`src/design/fifo_macros.svh`:
```
// FIFO configuration macros
`ifndef FIFO_MACROS_SVH
`define FIFO_MACROS_SVH

// width of one stored data word in bits
`define FIFO_WIDTH 16

// number of entries in the backing RAM
// total FIFO capacity is one more, the extra item sits in the RAM output register
`define FIFO_DEPTH 8

// address width of the RAM, follows from the depth
`define FIFO_ADDR_W $clog2(`FIFO_DEPTH)

`endif
```
`src/design/fifo_pkg.sv`:
```
// FIFO shared types
`include "fifo_macros.svh"

package fifo_pkg;

   // one data word as pushed by the producer and seen by the consumer
   typedef logic [`FIFO_WIDTH-1:0] data_t;

   // RAM address, used by both write and read pointers
   typedef logic [`FIFO_ADDR_W-1:0] addr_t;

   // RAM occupancy from 0 up to FIFO_DEPTH inclusive
   // needs one bit more than the address to hold the full value
   typedef logic [`FIFO_ADDR_W:0] count_t;

   // output side control FSM
   // S_EMPTY  nothing presented at the output
   // S_VALID  the RAM output register holds the head item
   typedef enum logic [0:0]
   {
      S_EMPTY = 1'b0,
      S_VALID = 1'b1
   } ctrl_state_t;

endpackage

```
`src/design/fifo_fwft_top.sv`:
```
// FWFT FIFO top level
module fifo_fwft_top
(
   input  logic             clk_lo,
   input  logic             reset_i,

   // producer side
   input  logic             push_i,
   input  fifo_pkg::data_t  push_data_i,
   output logic             full_o,

   // consumer side
   input  logic             pop_i,
   output logic             valid_o,
   output fifo_pkg::data_t  pop_data_o
);

   logic             wr_v;
   logic             rd_v;
   logic             ram_empty;
   fifo_pkg::addr_t  wr_addr;
   fifo_pkg::addr_t  rd_addr;

   // output side FSM, also gates pushes against full
   fifo_fwft_ctrl ctrl
   (
      .clk_lo      (clk_lo),
      .reset_i     (reset_i),
      .ram_empty_i (ram_empty),
      .full_i      (full_o),
      .push_i      (push_i),
      .pop_i       (pop_i),
      .wr_v_o      (wr_v),
      .rd_v_o      (rd_v),
      .valid_o     (valid_o)
   );

   fifo_ptr_counter ptrs
   (
      .clk_lo      (clk_lo),
      .reset_i     (reset_i),
      .wr_v_i      (wr_v),
      .rd_v_i      (rd_v),
      .wr_addr_o   (wr_addr),
      .rd_addr_o   (rd_addr),
      .ram_empty_o (ram_empty),
      .full_o      (full_o)
   );

   // RAM output register doubles as the FIFO output stage
   mem_1r1w_sync ram
   (
      .clk_lo      (clk_lo),
      .w_v_i       (wr_v),
      .w_addr_i    (wr_addr),
      .w_data_i    (push_data_i),
      .r_v_i       (rd_v),
      .r_addr_i    (rd_addr),
      .r_data_o    (pop_data_o)
   );

endmodule

```
`src/design/fifo_fwft_ctrl.sv`:
```
// FWFT read ahead control
module fifo_fwft_ctrl
(
   input  logic  clk_lo,
   input  logic  reset_i,

   // status from the pointer block
   input  logic  ram_empty_i,
   input  logic  full_i,

   // producer and consumer strobes
   input  logic  push_i,
   input  logic  pop_i,

   // accepted write, read ahead, and head item present
   output logic  wr_v_o,
   output logic  rd_v_o,
   output logic  valid_o
);

   fifo_pkg::ctrl_state_t state_r;
   fifo_pkg::ctrl_state_t state_n;

   // a push while full is dropped here
   assign wr_v_o = push_i & ~full_i;

   // head item is visible whenever the RAM output register holds one
   assign valid_o = (state_r == fifo_pkg::S_VALID);

   // read ahead when the RAM has data and the output slot is free
   // or is being freed by a pop in this cycle
   // uses the registered count, so a write in the same cycle is never read
   assign rd_v_o = ~ram_empty_i & (~valid_o | pop_i);

   always_comb
   begin
      state_n = state_r;
      case (state_r)
         fifo_pkg::S_EMPTY:
         begin
            // the read lands at this edge, head is valid after it
            if (rd_v_o)
            begin
               state_n = fifo_pkg::S_VALID;
            end
         end
         fifo_pkg::S_VALID:
         begin
            // pop with nothing left behind it empties the output
            if (pop_i && !rd_v_o)
            begin
               state_n = fifo_pkg::S_EMPTY;
            end
         end
         default:
         begin
            state_n = fifo_pkg::S_EMPTY;
         end
      endcase
   end

   always_ff @(posedge clk_lo)
   begin
      if (reset_i)
      begin
         state_r <= fifo_pkg::S_EMPTY;
      end
      else
      begin
         state_r <= state_n;
      end
   end

endmodule

```
`src/design/fifo_ptr_counter.sv`:
```
// FIFO pointers and occupancy
`include "fifo_macros.svh"

module fifo_ptr_counter
(
   input  logic             clk_lo,
   input  logic             reset_i,

   // accepted write and read ahead strobes
   input  logic             wr_v_i,
   input  logic             rd_v_i,

   // RAM addresses for the next write and the next read
   output fifo_pkg::addr_t  wr_addr_o,
   output fifo_pkg::addr_t  rd_addr_o,

   // occupancy flags from the registered count
   output logic             ram_empty_o,
   output logic             full_o
);

   fifo_pkg::addr_t  wr_ptr_r;
   fifo_pkg::addr_t  rd_ptr_r;
   fifo_pkg::count_t count_r;

   // advance a pointer by one entry and wrap at the RAM depth
   // depth need not be a power of two
   function automatic fifo_pkg::addr_t ptr_next(input fifo_pkg::addr_t ptr);
      fifo_pkg::addr_t nxt;
      if (ptr == fifo_pkg::addr_t'(`FIFO_DEPTH - 1))
      begin
         nxt = '0;
      end
      else
      begin
         nxt = ptr + fifo_pkg::addr_t'(1);
      end
      return nxt;
   endfunction

   // write pointer moves on every accepted push
   always_ff @(posedge clk_lo)
   begin
      if (reset_i)
      begin
         wr_ptr_r <= '0;
      end
      else if (wr_v_i)
      begin
         wr_ptr_r <= ptr_next(wr_ptr_r);
      end
   end

   // read pointer moves on every read ahead
   always_ff @(posedge clk_lo)
   begin
      if (reset_i)
      begin
         rd_ptr_r <= '0;
      end
      else if (rd_v_i)
      begin
         rd_ptr_r <= ptr_next(rd_ptr_r);
      end
   end

   // occupancy of the RAM itself
   // the item in the RAM output register is no longer counted
   always_ff @(posedge clk_lo)
   begin
      if (reset_i)
      begin
         count_r <= '0;
      end
      else
      begin
         case ({wr_v_i, rd_v_i})
            2'b10:   count_r <= count_r + fifo_pkg::count_t'(1);
            2'b01:   count_r <= count_r - fifo_pkg::count_t'(1);
            // both or neither leave the count alone
            default: count_r <= count_r;
         endcase
      end
   end

   assign wr_addr_o   = wr_ptr_r;
   assign rd_addr_o   = rd_ptr_r;
   assign ram_empty_o = (count_r == '0);
   assign full_o      = (count_r == fifo_pkg::count_t'(`FIFO_DEPTH));

endmodule

```
`src/design/mem_1r1w_sync.sv`:
```
// one read one write synchronous RAM
`include "fifo_macros.svh"

module mem_1r1w_sync
(
   input  logic             clk_lo,

   // write port
   input  logic             w_v_i,
   input  fifo_pkg::addr_t  w_addr_i,
   input  fifo_pkg::data_t  w_data_i,

   // read port
   input  logic             r_v_i,
   input  fifo_pkg::addr_t  r_addr_i,
   output fifo_pkg::data_t  r_data_o
);

   // storage array, contents are undefined until written
   fifo_pkg::data_t mem_r [`FIFO_DEPTH];

   // output register, keeps the word of the last read
   fifo_pkg::data_t r_data_r;

   // write port
   // a write lands in the array at the end of the cycle
   always_ff @(posedge clk_lo)
   begin
      if (w_v_i)
      begin
         mem_r[w_addr_i] <= w_data_i;
      end
   end

   // read port
   // the addressed word is registered on a read strobe
   // with no strobe the register simply holds its value,
   // which is what lets the FIFO present its head item
   // for as many cycles as the consumer needs
   always_ff @(posedge clk_lo)
   begin
      if (r_v_i)
      begin
         r_data_r <= mem_r[r_addr_i];
      end
   end

   // no bypass path from the write port
   // the control never reads an entry that is written in the same cycle
   assign r_data_o = r_data_r;

endmodule

```
`config.mk`:
```
export PLATFORM = sky130hd
export DESIGN_NAME = fifo_fwft_top
export DESIGN_NICKNAME = d
export VERILOG_FILES = /design/src/design/fifo_pkg.sv /design/src/design/fifo_fwft_top.sv /design/src/design/fifo_fwft_ctrl.sv /design/src/design/fifo_ptr_counter.sv /design/src/design/mem_1r1w_sync.sv
export VERILOG_INCLUDE_DIRS = /design/src /design/src/design
export SDC_FILE = /design/constraint.sdc
export NUM_CORES = 1
export LEC_CHECK = 0
export ABC_CLOCK_PERIOD_IN_PS = 6800
export BUFFER_PORTS_ARGS = -buffer_cell sky130_fd_sc_hd__buf_2
export CORE_MARGIN = 3
export CORE_UTILIZATION = 46
export DETAILED_ROUTE_END_ITERATION = 16
export SLEW_MARGIN = 20
export SYNTH_ARGS = -nofsm -noshare
export SYNTH_HDL_FRONTEND = slang
export SYNTH_SLANG_ARGS = --single-unit
export TNS_END_PERCENT = 1
```
`constraint.sdc`:
```
create_clock -name clk_lo -period 6.8 [get_ports clk_lo]
set_input_delay 0.68 -clock clk_lo [delete_from_list [all_inputs] [get_ports clk_lo]]
set_output_delay 0.68 -clock clk_lo [all_outputs]
set_load 0.05 [all_outputs]
```
==> key figures <==
Run status
  • Outcome: completed

Power
  • Switching share of power: between 20% and 30%
  • VDD IR max: around 0.18 mV
  • Int Pwr: between 2000 and 2500 uW
  • Seq pwr share: about 44%
  • PD cells: 415 nW/um^2
  • Combinational fraction of design power: 22.3%
  • Leak Pwr: around 0.0024 uW
  • Net switching power: 851 uW
  • Clock network fraction of total power: 33.8%

Setup path
  • Slowest-stage cell, CP: nor4_1
  • CP Capture Type: flip-flop
  • Worst-path fanout max: 21
  • CP Launch Type: flip-flop
  • WS Path Type: reg -> reg
  • Critical Path RT: 7.14 ns
  • Critical Path AT: slightly below 3 ns
  • Critical Path Max Stage Delay: between 0.4 and 0.5 ns
  • Cell chain of the critical path: nor4_1, nor2b_2, buf_4, ha_1, xor2_1, ha_1, a21oi_1, xor2_1, or3_1, a21oi_1

STA
  • Final period util: 37.6%
  • Actual slew at the worst max-slew pin: between 1 and 1.5 ns
  • Setup TNS: 0 ns
  • Fin crit period: 2.55 ns
  • Clock skew: between 0.006 and 0.007 ns
  • Maximum clock rate: roughly 400 MHz
  • Count of final setup violators: 0
  • Hold Fails Final Rpt: 0
  • Max-Slew Margin vs Limit: a little over a quarter
  • RSZ-0062 raised after global routing: no
  • Pins Over Slew Limit: 0

Die
  • Core area: 12800 um^2
  • Die area: about 15000 um^2
  • Initial Util: between 40 and 50%
  • Row cnt: 41
  • I/O Pins: 38
  • Die height: roughly 120 um
  • Die width: 121 um

Routing
  • Final WL: about 11000 um
  • Vias per cell: between 5 and 6
  • DRT iter0 DRCs: 140
  • TritonRoute pass-1 iters: 4
  • DRC violations left: 0
  • DR WL/cell: 20.5 um
  • Post-route ant nets: 0
  • Via count: about 2.8k

Clocking
  • CTS sink cnt: 155
  • Later-pin clock latency in the skew report: between 0.4 and 0.5 ns
  • Post-CTS resize count: 0
  • Postcts setup bufs: 0
  • H-tree Lvls: 4
  • Hold Buf Count CTS: 0
  • Clock Tree Buf Depth: 2
  • Reg clk slew, reported paths: approximately 0.060 ns
  • Clock Tree Root: clkbuf_16
  • TritonCTS clock tree: built
  • Num CTS Buffers: 17

Place
  • Dpl hpwl: ~5500 um
  • Placed cells: a little under 500
  • Routability Congestion: 0.694
  • PortBufs: 37

Cells and area
  • Ant. Diodes: 0
  • Share of layout cells above drive strength 1: around 31%
  • Area Overhead vs Synth: 16.9%
  • Non-Filler Instances: ~500
  • Net count, final: about 360

Hold path
  • HP Class: reg -> reg

Synth
  • Sequential element share of the synthesized area: roughly three quarters
  • Post-Syn Area: between 6000 and 7000 um^2
  • Syn Inst Count: 277
  • Post-synth EDFFs: about 140
  • Mux cell area share after synthesis: between 15 and 20%
  • Synthesized net count: 304
  • Number of synthesized register bits: between 150 and 200
  • Post-synth ARST share: 0%
  • Largest family of logic cells by synthesized area: multiplexers
  • Synth top area cells: edfxtp_1 71%, mux4_1 11%, dfxtp_1 3.6%, mux2_2 3.2%, mux4_2 2.2%
  • Syn. warnings: 0
  • Simple-gate portion of the synthesized area: approximately 3.0%
  • Synth cell types: 28
  • Post-Synth Adder-Cell Area: under 10%
  • Synth area leader: edfxtp_1
  • Syn Area/Cell: roughly 22 um^2
  • Post-Synth XOR/XNOR Area: less than 1%
  • Synth Flop Type: edfxtp_1
  • Complex-gate fraction of the synthesized area: 0.825%
  • Post-synth top area share: a little under three quarters

Global routing
  • Initial antenna violation count: 0
  • Largest net degree at the start of global routing: 36
  • Overflow after GRT: 0
  • All-layer global routing usage: between 10% and 20%
  • First-pass GRT wire length: between 15000 and 20000 um
  • Number of global-route vias before repair: 2765

Run
  • Max-cap check violation count: 0
==> stage by stage <==
step / power (uW) / cell area (um^2) / hold WS [ns] / setup WS (ns) / util [%]
4_1_cts: 2980 / 7090 / 0.505 / 4.21 / 55.5
3_3_place_gp: 1970 / 6460 / 0.477 / 4.12 / 50.6
5_1_grt: 3080 / 7090 / 0.523 / 4.01 / 55.5
2_1_floorplan: 1830 / 6070 / 0.493 / 3.78 / -
6_report: 2950 / 7090 / 0.495 / 4.25 / 55.5
3_5_place_dp: 1980 / 6460 / 0.495 / 4.04 / 50.6
==> final timing paths <==
path,from,end,slack (ns),cells after the start
min,ctrl.valid_o$_SDFF_PP0_,ctrl.valid_o$_SDFF_PP0_,0.50,2
min reg2reg,ctrl.valid_o$_SDFF_PP0_,ctrl.valid_o$_SDFF_PP0_,0.50,2
max reg2reg,ptrs.count_r[2]$_SDFFE_PP0P_,ptrs.count_r[2]$_SDFFE_PP0P_,4.25,10
max,ptrs.count_r[2]$_SDFFE_PP0P_,ptrs.count_r[2]$_SDFFE_PP0P_,4.25,10
==> critical path, delay by kind of cell (launching register included) <==
kind,cells,cell delay [ns]
flops,1,0.35
fa+ha+maj,2,0.51
buf+inv,1,0.27
xor+xnor,2,0.25
simple gates,3,0.83
compound gates,2,0.28
==> Yosys cell counts (3+ instances only) <==
cell type	number
nand2_1	3
mux2_2	17
ha_1	7
edfxtp_1	144
a21oi_1	6
xor2_1	3
nor3_1	5
nand2b_1	3
buf_6	4
clkbuf_1	5
mux2i_1	6
nor2_1	11
mux4_1	26
dfxtp_1	11
mux4_2	6
==> kinds of logic (layout without fill, tap and decap cells) <==
family                     after synthesis  after routing
AOI/OAI and AO/OA                        9              9
xor gates and xnor gates                 3              3
adders and majority gates                7              7
buffers and inverters                   14             78
DFF                                    155            155
muxes                                   55             55
and+or+nand+nor                         34             34
==> layer usage <==
metal	vias to the layer above	global-route usage, %	part of all wire (%)
met3	14	4.44	3.5
li1	1268	-	-
met1	1438	21.8	47
met4	0	6.23	1.4
met5	-	0	0
met2	49	23.9	48
==> power by group through the flow <==
stage / registers, uW / clock network [uW] / logic [uW]
2_1_floorplan: 1430 / 0 / 401
3_3_place_gp: 1320 / 0 / 657
3_5_place_dp: 1320 / 0 / 664
4_1_cts: 1300 / 1020 / 666
5_1_grt: 1310 / 1050 / 712
6_report: 1290 / 996 / 657
==> sequential cells by signal, summed over array words and instances, names as in the netlist <==
name / cells
ctrl.valid_o: 1
ptrs.count_r: 4
ptrs.rd_addr_o: 3
ptrs.wr_addr_o: 3
ram.mem_r: 128
ram.r_data_o: 16
==> cells in the final DEF (no fill, tap or decap), types with 2 or more instances in the layout <==
cell type	instances
a21oi_1	6
buf_2	37
buf_4	9
bufinv_16	5
clkbuf_16	17
clkinv_1	4
clkinvlp_4	3
dfxtp_1	9
edfxtp_1	144
ha_1	7
mux2_2	17
mux2i_1	6
mux4_1	26
mux4_2	6
nand2_1	3
nand2b_1	3
nand3b_1	2
nor2_1	11
nor3_2	4
nor4bb_1	2
o21ai_0	2
or3_1	2
xor2_1	3
==> area by class of cell <==
class	instances	area, um^2
multi-input cells	108	1450
fillers	984	5680
flip-flops and latches	155	4550
clock inverters	14	201
clock buffers	18	429
repair buffers	46	253
well taps	172	215
Power figures use the tool's default switching activity.
